**src/source/clkPkg.sv**
```systemverilog
//**********************************************************
// Clock control package
// Shared widths, diagnostic function codes and gate states
//**********************************************************
package clkPkg;

  // Field widths
  localparam int diagSelW    = 3;
  localparam int diagDataW   = 4;
  localparam int burstCountW = 8;
  localparam int readDataW   = 6;

  typedef logic [diagSelW-1:0]    diagSelT;
  typedef logic [diagDataW-1:0]   diagDataT;
  typedef logic [burstCountW-1:0] burstCountT;
  typedef logic [readDataW-1:0]   readDataT;

  // Control function codes
  localparam diagSelT ctlStart      = 3'd1;
  localparam diagSelT ctlSingleStep = 3'd2;
  localparam diagSelT ctlBurst      = 3'd5;
  localparam diagSelT ctlClrReset   = 3'd6;
  localparam diagSelT ctlSetReset   = 3'd7;

  // Load function codes
  localparam diagSelT ldBurstLow  = 3'd2;
  localparam diagSelT ldBurstHigh = 3'd3;
  localparam diagSelT ldDisables  = 3'd5;
  localparam diagSelT ldErrStop   = 3'd7;

  // Diagnostic read codes
  localparam diagSelT rdStatus   = 3'd0;
  localparam diagSelT rdModes    = 3'd1;
  localparam diagSelT rdBurstLow = 3'd2;

  // Processor clock gate states
  typedef enum logic [1:0] {
    gateStopped,
    gateRunning,
    gateBurst,
    gateStep
  } gateStateE;

endpackage
```
**src/source/clkCtl.sv**
```systemverilog
//**********************************************************
// Clock control top level
// Diagnostic decoder, burst counter, gate control and read
//**********************************************************
module clkCtl #(
  parameter int burstWidth = clkPkg::burstCountW
) (
  input  logic            CLK,
  input  logic            arstN,
  input  logic            diagCtlFunc,
  input  logic            diagLdFunc,
  input  clkPkg::diagSelT  diagSel,
  input  clkPkg::diagDataT diagData,
  input  logic            diagRead,
  input  logic            errorIn,
  output logic            clkEnCrm,
  output logic            clkEnEdp,
  output logic            clkEnCtl,
  output logic            mrReset,
  output clkPkg::readDataT readData
);

  import clkPkg::*;

  logic       startPulse;
  logic       stepPulse;
  logic       burstPulse;
  logic       loadLow;
  logic       loadHigh;
  diagDataT   loadData;
  logic       crmDis;
  logic       edpDis;
  logic       ctlDis;
  logic       errStopEn;
  burstCountT burstCount;
  logic       burstZero;
  logic       burstDec;
  logic       running;
  logic       bursting;
  logic       errorStop;

  clkDiagDecode clkDiagDecode_inst (
    .CLK(CLK), .arstN(arstN),
    .diagCtlFunc(diagCtlFunc), .diagLdFunc(diagLdFunc),
    .diagSel(diagSel), .diagData(diagData),
    .startPulse(startPulse), .stepPulse(stepPulse), .burstPulse(burstPulse),
    .loadLow(loadLow), .loadHigh(loadHigh), .loadData(loadData),
    .crmDis(crmDis), .edpDis(edpDis), .ctlDis(ctlDis),
    .errStopEn(errStopEn), .mrReset(mrReset)
  );

  clkBurstCounter #(
    .burstWidth(burstWidth)
  ) clkBurstCounter_inst (
    .CLK(CLK), .arstN(arstN),
    .loadLow(loadLow), .loadHigh(loadHigh), .loadData(loadData),
    .burstDec(burstDec), .burstCount(burstCount), .burstZero(burstZero)
  );

  clkGateCtl clkGateCtl_inst (
    .CLK(CLK), .arstN(arstN),
    .startPulse(startPulse), .stepPulse(stepPulse), .burstPulse(burstPulse),
    .burstZero(burstZero), .errorIn(errorIn), .errStopEn(errStopEn),
    .crmDis(crmDis), .edpDis(edpDis), .ctlDis(ctlDis),
    .clkEnCrm(clkEnCrm), .clkEnEdp(clkEnEdp), .clkEnCtl(clkEnCtl),
    .burstDec(burstDec), .running(running), .bursting(bursting),
    .errorStop(errorStop)
  );

  clkDiagRead clkDiagRead_inst (
    .CLK(CLK), .arstN(arstN),
    .diagRead(diagRead), .diagSel(diagSel),
    .running(running), .bursting(bursting), .errorStop(errorStop),
    .mrReset(mrReset), .errStopEn(errStopEn),
    .crmDis(crmDis), .edpDis(edpDis), .ctlDis(ctlDis),
    .burstCount(burstCount), .readData(readData)
  );

endmodule

```
**src/source/clkDiagRead.sv**
```systemverilog
//**********************************************************
// Diagnostic status read
//**********************************************************
module clkDiagRead (
  input  logic              CLK,
  input  logic              arstN,
  input  logic              diagRead,
  input  clkPkg::diagSelT    diagSel,
  input  logic              running,
  input  logic              bursting,
  input  logic              errorStop,
  input  logic              mrReset,
  input  logic              errStopEn,
  input  logic              crmDis,
  input  logic              edpDis,
  input  logic              ctlDis,
  input  clkPkg::burstCountT burstCount,
  output clkPkg::readDataT   readData
);

  import clkPkg::*;

  readDataT readNext;

  // Status layout, most significant bit first
  always_comb begin
    case (diagSel)
      rdStatus:   readNext = {running, bursting, errorStop, mrReset, errStopEn, crmDis};
      rdModes:    readNext = {edpDis, ctlDis, burstCount[7:4]};
      rdBurstLow: readNext = {2'b00, burstCount[3:0]};
      default:    readNext = '0;
    endcase
  end

  // Word reads as zero whenever no read is in progress
  always_ff @(posedge CLK or negedge arstN) begin
    if (!arstN) begin
      readData <= '0;
    end else begin
      readData <= diagRead ? readNext : '0;
    end
  end

endmodule

```
**src/source/clkGateCtl.sv**
```systemverilog
//**********************************************************
// Processor clock gate controller
// Run, single step and burst enables with error stop
//**********************************************************
module clkGateCtl (
  input  logic CLK,
  input  logic arstN,
  input  logic startPulse,
  input  logic stepPulse,
  input  logic burstPulse,
  input  logic burstZero,
  input  logic errorIn,
  input  logic errStopEn,
  input  logic crmDis,
  input  logic edpDis,
  input  logic ctlDis,
  output logic clkEnCrm,
  output logic clkEnEdp,
  output logic clkEnCtl,
  output logic burstDec,
  output logic running,
  output logic bursting,
  output logic errorStop
);

  import clkPkg::*;

  gateStateE gateState;
  gateStateE gateNext;
  logic      anyPulse;
  logic      errHit;
  logic      issueOk;
  logic      enNext;

  assign anyPulse = startPulse | stepPulse | burstPulse;
  // A new control function takes precedence over an error stop
  assign errHit  = errorIn & errStopEn & ~anyPulse;
  assign issueOk = ~anyPulse & ~errHit;

  always_comb begin
    case (gateState)
      gateStep:  gateNext = gateStopped;
      gateBurst: gateNext = burstZero ? gateStopped : gateBurst;
      default:   gateNext = gateState;
    endcase
    if (startPulse) begin
      gateNext = gateRunning;
    end else if (stepPulse) begin
      gateNext = gateStep;
    end else if (burstPulse) begin
      gateNext = gateBurst;
    end else if (errHit) begin
      gateNext = gateStopped;
    end
  end

  assign running  = (gateState == gateRunning);
  assign bursting = (gateState == gateBurst);

  // No enable in the cycle a new function or error arrives
  assign enNext = issueOk & (running | (gateState == gateStep) | (bursting & ~burstZero));

  // Each burst enable consumes one count
  assign burstDec = issueOk & bursting & ~burstZero;

  always_ff @(posedge CLK or negedge arstN) begin
    if (!arstN) begin
      gateState <= gateStopped;
      clkEnCrm  <= 1'b0;
      clkEnEdp  <= 1'b0;
      clkEnCtl  <= 1'b0;
      errorStop <= 1'b0;
    end else begin
      gateState <= gateNext;
      clkEnCrm  <= enNext & ~crmDis;
      clkEnEdp  <= enNext & ~edpDis;
      clkEnCtl  <= enNext & ~ctlDis;
      if (startPulse) begin
        errorStop <= 1'b0;
      end else if (errHit) begin
        errorStop <= 1'b1;
      end
    end
  end

endmodule

```
**src/source/clkBurstCounter.sv**
```systemverilog
//**********************************************************
// Burst counter
// Nibble-loaded count of pending burst enable pulses
//**********************************************************
module clkBurstCounter #(
  parameter int burstWidth = clkPkg::burstCountW
) (
  input  logic              CLK,
  input  logic              arstN,
  input  logic              loadLow,
  input  logic              loadHigh,
  input  clkPkg::diagDataT   loadData,
  input  logic              burstDec,
  output clkPkg::burstCountT burstCount,
  output logic              burstZero
);

  import clkPkg::*;

  localparam logic [burstWidth-1:0] lowMask = burstWidth'(4'hF);

  logic [burstWidth-1:0] count;
  logic [burstWidth-1:0] loadWide;

  assign loadWide = burstWidth'(loadData);

  // Low and high halves load separately, like two cascaded counter chips
  // High load places the nibble from bit 4 upward
  always_ff @(posedge CLK or negedge arstN) begin
    if (!arstN) begin
      count <= '0;
    end else if (loadLow) begin
      count <= (count & ~lowMask) | loadWide;
    end else if (loadHigh) begin
      count <= (count & lowMask) | (loadWide << 4);
    end else if (burstDec && count != '0) begin
      count <= count - 1'b1;
    end
  end

  assign burstZero  = (count == '0);
  assign burstCount = burstCountT'(count);

endmodule

```
**src/source/clkDiagDecode.sv**
```systemverilog
//**********************************************************
// Diagnostic function decoder
// Turns control and load strobes into pulses and mode bits
//**********************************************************
module clkDiagDecode (
  input  logic            CLK,
  input  logic            arstN,
  input  logic            diagCtlFunc,
  input  logic            diagLdFunc,
  input  clkPkg::diagSelT  diagSel,
  input  clkPkg::diagDataT diagData,
  output logic            startPulse,
  output logic            stepPulse,
  output logic            burstPulse,
  output logic            loadLow,
  output logic            loadHigh,
  output clkPkg::diagDataT loadData,
  output logic            crmDis,
  output logic            edpDis,
  output logic            ctlDis,
  output logic            errStopEn,
  output logic            mrReset
);

  import clkPkg::*;

  logic ctlValid;
  logic ldValid;
  logic clrResetPulse;
  logic setResetPulse;
  logic ldDisPulse;
  logic ldErrPulse;

  // Control wins when both strobes arrive together
  assign ctlValid = diagCtlFunc;
  assign ldValid  = diagLdFunc & ~diagCtlFunc;

  // One-cycle function pulses, registered from the sampled strobe
  always_ff @(posedge CLK or negedge arstN) begin
    if (!arstN) begin
      startPulse    <= 1'b0;
      stepPulse     <= 1'b0;
      burstPulse    <= 1'b0;
      clrResetPulse <= 1'b0;
      setResetPulse <= 1'b0;
      loadLow       <= 1'b0;
      loadHigh      <= 1'b0;
      ldDisPulse    <= 1'b0;
      ldErrPulse    <= 1'b0;
    end else begin
      startPulse    <= ctlValid && (diagSel == ctlStart);
      stepPulse     <= ctlValid && (diagSel == ctlSingleStep);
      burstPulse    <= ctlValid && (diagSel == ctlBurst);
      clrResetPulse <= ctlValid && (diagSel == ctlClrReset);
      setResetPulse <= ctlValid && (diagSel == ctlSetReset);
      loadLow       <= ldValid && (diagSel == ldBurstLow);
      loadHigh      <= ldValid && (diagSel == ldBurstHigh);
      ldDisPulse    <= ldValid && (diagSel == ldDisables);
      ldErrPulse    <= ldValid && (diagSel == ldErrStop);
    end
  end

  // Data nibble captured with each accepted load
  always_ff @(posedge CLK) begin
    if (ldValid) begin
      loadData <= diagData;
    end
  end

  // Mode registers and master reset flag
  // Power-up holds the processor in reset until a clear reset function
  always_ff @(posedge CLK or negedge arstN) begin
    if (!arstN) begin
      crmDis    <= 1'b0;
      edpDis    <= 1'b0;
      ctlDis    <= 1'b0;
      errStopEn <= 1'b0;
      mrReset   <= 1'b1;
    end else begin
      if (ldDisPulse) begin
        crmDis <= loadData[1];
        edpDis <= loadData[2];
        ctlDis <= loadData[3];
      end
      if (ldErrPulse) begin
        errStopEn <= loadData[3];
      end
      if (clrResetPulse) begin
        mrReset <= 1'b0;
      end else if (setResetPulse) begin
        mrReset <= 1'b1;
      end
    end
  end

endmodule

```
**config.mk**
```make
export PLATFORM = sky130hd
export DESIGN_NAME = clkCtl
export DESIGN_NICKNAME = d
export VERILOG_FILES = /design/src/source/clkPkg.sv /design/src/source/clkCtl.sv /design/src/source/clkDiagRead.sv /design/src/source/clkGateCtl.sv /design/src/source/clkBurstCounter.sv /design/src/source/clkDiagDecode.sv
export SDC_FILE = /design/constraint.sdc
export NUM_CORES = 1
export LEC_CHECK = 0
export ABC_AREA = 1
export BUFFER_PORTS_ARGS = -buffer_cell sky130_fd_sc_hd__buf_2
export CAP_MARGIN = 15
export CORE_UTILIZATION = 50
export CTS_BUF_LIST = sky130_fd_sc_hd__clkbuf_8
export CTS_CLUSTER_DIAMETER = 40
export DETAILED_ROUTE_END_ITERATION = 10
export PLACE_DENSITY = 0.8
export SLEW_MARGIN = 20
export SYNTH_ARGS = -nofsm -noshare
export SYNTH_HDL_FRONTEND = slang
export SYNTH_HIERARCHICAL = 1
export SYNTH_SLANG_ARGS = --single-unit
```
**constraint.sdc**
```tcl
create_clock -name CLK -period 1.87 [get_ports CLK]
set_input_delay 0.374 -clock CLK [delete_from_list [all_inputs] [get_ports CLK]]
set_output_delay 0.374 -clock CLK [all_outputs]
set_load 0.03 [all_outputs]
```
== Yosys cells after proc, flatten, opt, wreduce, memory -nomap -nowiden ==
Index checks and enable logic that the tools add are counted.

* Bits in registers: 38
* Bits of input ports: 13
* Output and inout bits: 10
* Word-level logic and storage cells: 88

* Add/sub/neg operators: 1
* Equal/unequal tests: 9
* Mux-type cells: 15
* Bitwise logic cells: 24
* Reduce and logical (&&, ||, !) cells: 17

{| class="wikitable"
|+ Operators with widths
! kind !! count
|-
| 2-to-1 mux 8 bit || 3
|-
| case mux 6 bit (3 select lines) || 1
|-
| bitwise AND 1 bit || 11
|-
| logical AND 1 bit || 10
|-
| 2-to-1 mux 2 bit || 5
|-
| equality test 3 bit, second input constant || 3
|-
| logical NOT 8 bit || 1
|-
| OR 4 x 8 -> 8 bit || 1
|-
| OR 8 x 4 -> 8 bit || 1
|-
| nonzero test 8 bit || 1
|-
| subtractor 8 x 1 -> 8 bit, second input constant || 1
|-
| NOT 1 bit || 7
|-
| equality test 3 x 2 -> 1 bit, second input constant || 2
|-
| 2-to-1 mux 6 bit || 1
|-
| nonzero test 6 bit || 1
|-
| equality test 2 bit, second input constant || 2
|-
| 2-to-1 mux 1 bit || 4
|-
| OR 1 bit || 4
|-
| case mux 2 bit (2 select lines) || 1
|-
| nonzero test 2 bit || 2
|-
| equality test 3 x 1 -> 1 bit, second input constant || 1
|-
| logical NOT 3 bit || 1
|-
| nonzero test 3 bit || 1
|-
| equality test 2 x 1 -> 1 bit, second input constant || 1
|}

== Longest topological paths before layout ==
* Depth after elaboration: 12
* Mapped depth: 12
* Mapped depth without buffers: 12

== Cells and area by module ==
The synthesis kept the hierarchy.

{| class="wikitable"
|+ By module, submodules not included
! module !! times used !! cells an instance !! area each (um2) !! seq. area each (um2)
|-
| clkBurstCounter || 1 || 98 || 629.4 || 200.2
|-
| clkDiagDecode || 1 || 55 || 623.1 || 471.7
|-
| clkDiagRead || 1 || 42 || 325.3 || 150.1
|-
| clkGateCtl || 1 || 32 || 292.8 || 150.1
|}

== Worst setup path after synthesis ==
No wires, ideal clock.

* Path kind: reg2reg
* Start: register clkBurstCounter_inst.count[0] (netlist: clkBurstCounter_inst/burstCount[0])
* End: register clkBurstCounter_inst.count[7] (netlist: clkBurstCounter_inst/burstCount[7])
* Library setup time: 0.065 ns
* Arrival: 1.441 ns
* Required time: 1.805 ns
* Setup slack: 0.364 ns
* Stages on the path, launching flop included: 12
* Buffers on the path: 0
* Clock period less this slack: 1.506 ns
* Cells stage by stage: dfrtp_1 inv_1 ha_1 nand3_1 nor2_1 inv_1 nand2_2 nor2_1 o21ai_2 a21oi_1 nand2_1 nand2_1

* Longest elaborated chain between the ends: 5
* Elaborated cells between the ends (all ways): 10
* Those cells by class: add/sub: 1; mux: 3; bitwise: 2; reduce/logical: 4

{| class="wikitable"
|+ Ends and longest elaborated chain
! item !! line !! source
|-
| from (decl) || clkBurstCounter.sv:22 || <nowiki>logic [burstWidth-1:0] count;</nowiki>
|-
| from (signal assigned) || clkBurstCounter.sv:33 || <nowiki>count <= (count & ~lowMask) | loadWide;</nowiki>
|-
| from (signal assigned) || clkBurstCounter.sv:35 || <nowiki>count <= (count & lowMask) | (loadWide << 4);</nowiki>
|-
| from (signal assigned) || clkBurstCounter.sv:37 || <nowiki>count <= count - 1'b1;</nowiki>
|-
| logical NOT 8 bit || clkBurstCounter.sv:41 || <nowiki>assign burstZero = (count == '0);</nowiki>
|-
| named net burstZero || clkCtl.sv:36 || <nowiki>logic burstZero;</nowiki>
|-
| NOT 1 bit || clkGateCtl.sv:64 || <nowiki>assign burstDec = issueOk & bursting & ~burstZero;</nowiki>
|-
| bitwise AND 1 bit || clkGateCtl.sv:64 ||
|-
| named net burstDec || clkCtl.sv:37 || <nowiki>logic burstDec;</nowiki>
|-
| logical AND 1 bit || clkBurstCounter.sv:36 || <nowiki>end else if (burstDec && count != '0) begin</nowiki>
|-
| nonzero test 3 bit (no source line) || -- ||
|}

The timed path passes the listed nets, and every way through them passes these cells. The select of a mux whose other input is x is not followed.
A chain may end at the register's enable or synchronous reset.

== Worst setup path after layout ==
* Start: register clkBurstCounter_inst.count[0] (netlist: clkBurstCounter_inst/burstCount[0])
* End: register clkBurstCounter_inst.count[1] (netlist: clkBurstCounter_inst/burstCount[1])

Same word-level chain as after synthesis.

==> impl_metrics.tcl <==
set metrics [dict create \
    outcome "complete, no violations" \
    dp_hpwl_um 2640 \
    drc 0 \
    dp_worst_setup_slack_ns 0.154 \
    crit_family "simple AND/OR/NAND/NOR gates" \
    fp.dieW_um 63.2 \
    syn_avg_cell_area_sq_um 8.24 \
    arrival_ns 1.90 \
    syn-num-nets 242 \
    drive_gt1_share_pct 18.8 \
    path_depth 12 \
    finalSetupViolCount 0 \
    drtIter0Drc 85 \
    fp-row-count 21 \
    clockPowerShare_pct 25.4 \
    yosysTopAreaCell "dfrtp_1" \
    swShare_pct 37.4 \
    wl_per_cell_um 11.7 \
    area.growth.synth_to_final_pct 14.3 \
    combPwrFrac_pct 31.8 \
    insertion_delay_ns 0.30 \
    grt_start_max_net_pins 35 \
    crit_path_end_kind "register" \
    rsz0062_at_grt "no" \
    synth_mux_area_share_pct 0 \
    cts_tree "built" \
    drt-total-wl_um 3510 \
    cap_violations 0 \
    synth_xor_area_share_pct 0.468 \
    cp-start-kind "register" \
    fin_crit_ns 1.72 \
    p_int_uw 1700 \
    synth_top_area_share_pct 44.1 \
    skew_ns 0.00352 \
    syn_inst 227 \
    dr_total_vias 1515 \
    num_io_pins 23 \
    synthArstFlopShare_pct 89.5 \
    grt_usage_pct 21.3 \
    dr.pass1.iters 4 \
    synth-compound-area-share_pct 6.15 \
    worst_slew_pin_slew_ns 0.722 \
    synth_area_leaders "dfrtp_1 (44%), nand2_1 (11%), nand3_1 (7.8%)" \
    grt_pass1_wl_um 6380 \
    cts_resized 0 \
    hold_violations 0 \
    cp_slowest_cell "dfrtp_1" \
    layout.nets 269 \
    hold_class "in2async" \
    ctsHoldBuffers 0 \
    n_antenna_cell 0 \
    worstPathRequired_ns 2.05 \
    synthAdderAreaFrac_pct 1.34 \
    cts.sinks 38 \
    final_max_slew_viol_count 0 \
    seqPwrFrac_pct 42.8 \
    yosys.area_share.simple_pct 32.0 \
    core_sq_um 3470 \
    htree_levels 2 \
    synth_top_family_by_area "simple AND/OR/NAND/NOR gates" \
    setup_tns_ns 0 \
    cts_setup_buffers 0 \
    synth_edf_count 4 \
    antenna_found_initial 0 \
    cts_root_buffer "clkbuf_8" \
    fmax_mhz 581 \
    place.gp.congestion 0.816 \
    die_y_um 63.2 \
    ys_ff_latch 38 \
    clk_pin_slew_ns 0.07 \
    cp_slowest_stage_delay_ns 0.37 \
    path_buf_inv 2 \
    yosysSeqAreaShare_pct 52.0 \
    finalCritPeriodShare_pct 92.0 \
    yosysWarnings 6 \
    setup_slack_ns 0.150 \
    p_switching_uw 1020 \
    cp_max_fo 6 \
    ys.flop_type "dfrtp_1" \
    overflow 0 \
    start_util_pct 53.9 \
    cts_buffers 5 \
    cts_buffer_depth 2 \
    grt_pass1_vias 1448 \
    crit_type "reg2reg" \
    p_per_area_nw_per_um2 1270 \
    max-vdd-ir-drop_v 0.000661 \
    port-buffer-count 22 \
    fill_cells 301 \
    yosysUniqueCellTypes 27 \
    reg2reg_depth 12 \
    slew_headroom_pct 51.8 \
    cp_cell_sequence "inv_1, ha_1, nand3_1, nor2_1, inv_1, nand2_2, nor2_1, o21ai_2, nand2_2, nand2_4, nand2_1, o21ai_0" \
    viasPerCell 5.03 \
    p_leak_uw 0.00113 \
    ant_nets 0 \
    die_area_sq_um 3990 \
    synthesis.area_sq_um 1870 \
]
[metal layers]
layer	GRT usage, %	routed length, um	up-vias
li1	-	-	775
met1	26.8	1610	679
met2	33.1	1600	52
met3	5.25	211	9
met4	12.5	100	0
met5	0	0	-
[cell usage in the layout, fill, tap and decap left out, drive strengths merged]
cell type,count
edfxtp,4
inv,37
dfstp,1
a22oi,1
o21bai,1
xnor2,1
o31ai,1
clkinvlp,1
dfrtp,33
bufinv,1
o21ai,11
nor3,4
a21oi,6
nand2,61
nand4,6
nand3,30
nor2,27
ha,2
clkbuf,5
buf,22
[final timing paths]
check                                                         from                            endpoint  slack, ns
worst max register to register  clkBurstCounter_inst/burstCount[0]  clkBurstCounter_inst/burstCount[1]       0.15
max in group asynchronous                                    arstN  clkBurstCounter_inst/burstCount[3]       1.28
min in group CLK                                       diagData[1]      clkDiagDecode_inst/loadData[1]       0.25
worst min-delay path                                         arstN       clkDiagDecode_inst/startPulse       0.13
worst min register to register    clkDiagDecode_inst/clrResetPulse          clkDiagDecode_inst/mrReset       0.36
worst max-delay path            clkBurstCounter_inst/burstCount[0]  clkBurstCounter_inst/burstCount[1]       0.15
[cell type report]
cell class,instances,area (sq um),share of cell area (%)
multi-input combinational,151,751,35.1
timing repair buffer,22,110,5.15
clock inverter,3,43.8,2.05
clock buffer,5,68.8,3.22
inverter,36,135,6.32
tap,46,57.6,2.69
sequential,38,972,45.5
[cells in the mapped netlist, types with 2 or more instances]
| master | number |
|---|---|
| nand2_2 | 5 |
| nand4_1 | 6 |
| ha_1 | 2 |
| o21ai_0 | 9 |
| nand3_1 | 29 |
| edfxtp_1 | 4 |
| nor2_1 | 21 |
| dfrtp_1 | 33 |
| nor2_2 | 2 |
| a21oi_1 | 5 |
| nand2_1 | 55 |
| nor2_4 | 4 |
| nor3_1 | 4 |
| inv_1 | 35 |
[flip-flops by register name, summed over array words and instances (netlist names), 2 cells and up]
| register | count |
|---|---|
| clkBurstCounter_inst/burstCount | 8 |
| clkDiagDecode_inst/loadData | 4 |
| clkDiagRead_inst/readData | 6 |
| clkGateCtl_inst/gateState | 2 |
[power by group through the flow]
stage	Clock (uW)	Sequential (uW)	Combinational, uW
after floorplan	0	1200	610
after global placement	0	1180	838
after detailed placement	0	1180	855
after CTS	712	1160	858
after global routing	752	1180	1010
final	691	1160	865
[cells by family (layout without fill, tap and decap cells)]
kind of cell,Yosys count,in the layout
compound gates,20,20
xor+xnor,1,1
fa+ha+maj,2,2
buf+inv,38,66
flops,38,38
simple gates,128,128
[stage by stage]
| stage | instances | utilization (%) | hold WS [ns] | total power, uW | instance area [sq um] |
|---|---|---|---|---|---|
| 6_report | 301 | 61.7 | 0.125 | 2720 | 2140 |
| 2_1_floorplan | 227 | - | 0.0784 | 1810 | 1870 |
| 5_1_grt | 301 | 61.7 | 0.188 | 2940 | 2140 |
| 4_1_cts | 301 | 61.5 | 0.149 | 2730 | 2130 |
| 3_3_place_gp | 293 | 58.3 | 0.348 | 2020 | 2020 |
| 3_5_place_dp | 293 | 58.3 | 0.348 | 2030 | 2020 |
Note: power is estimated with default switching activity, not from simulation.
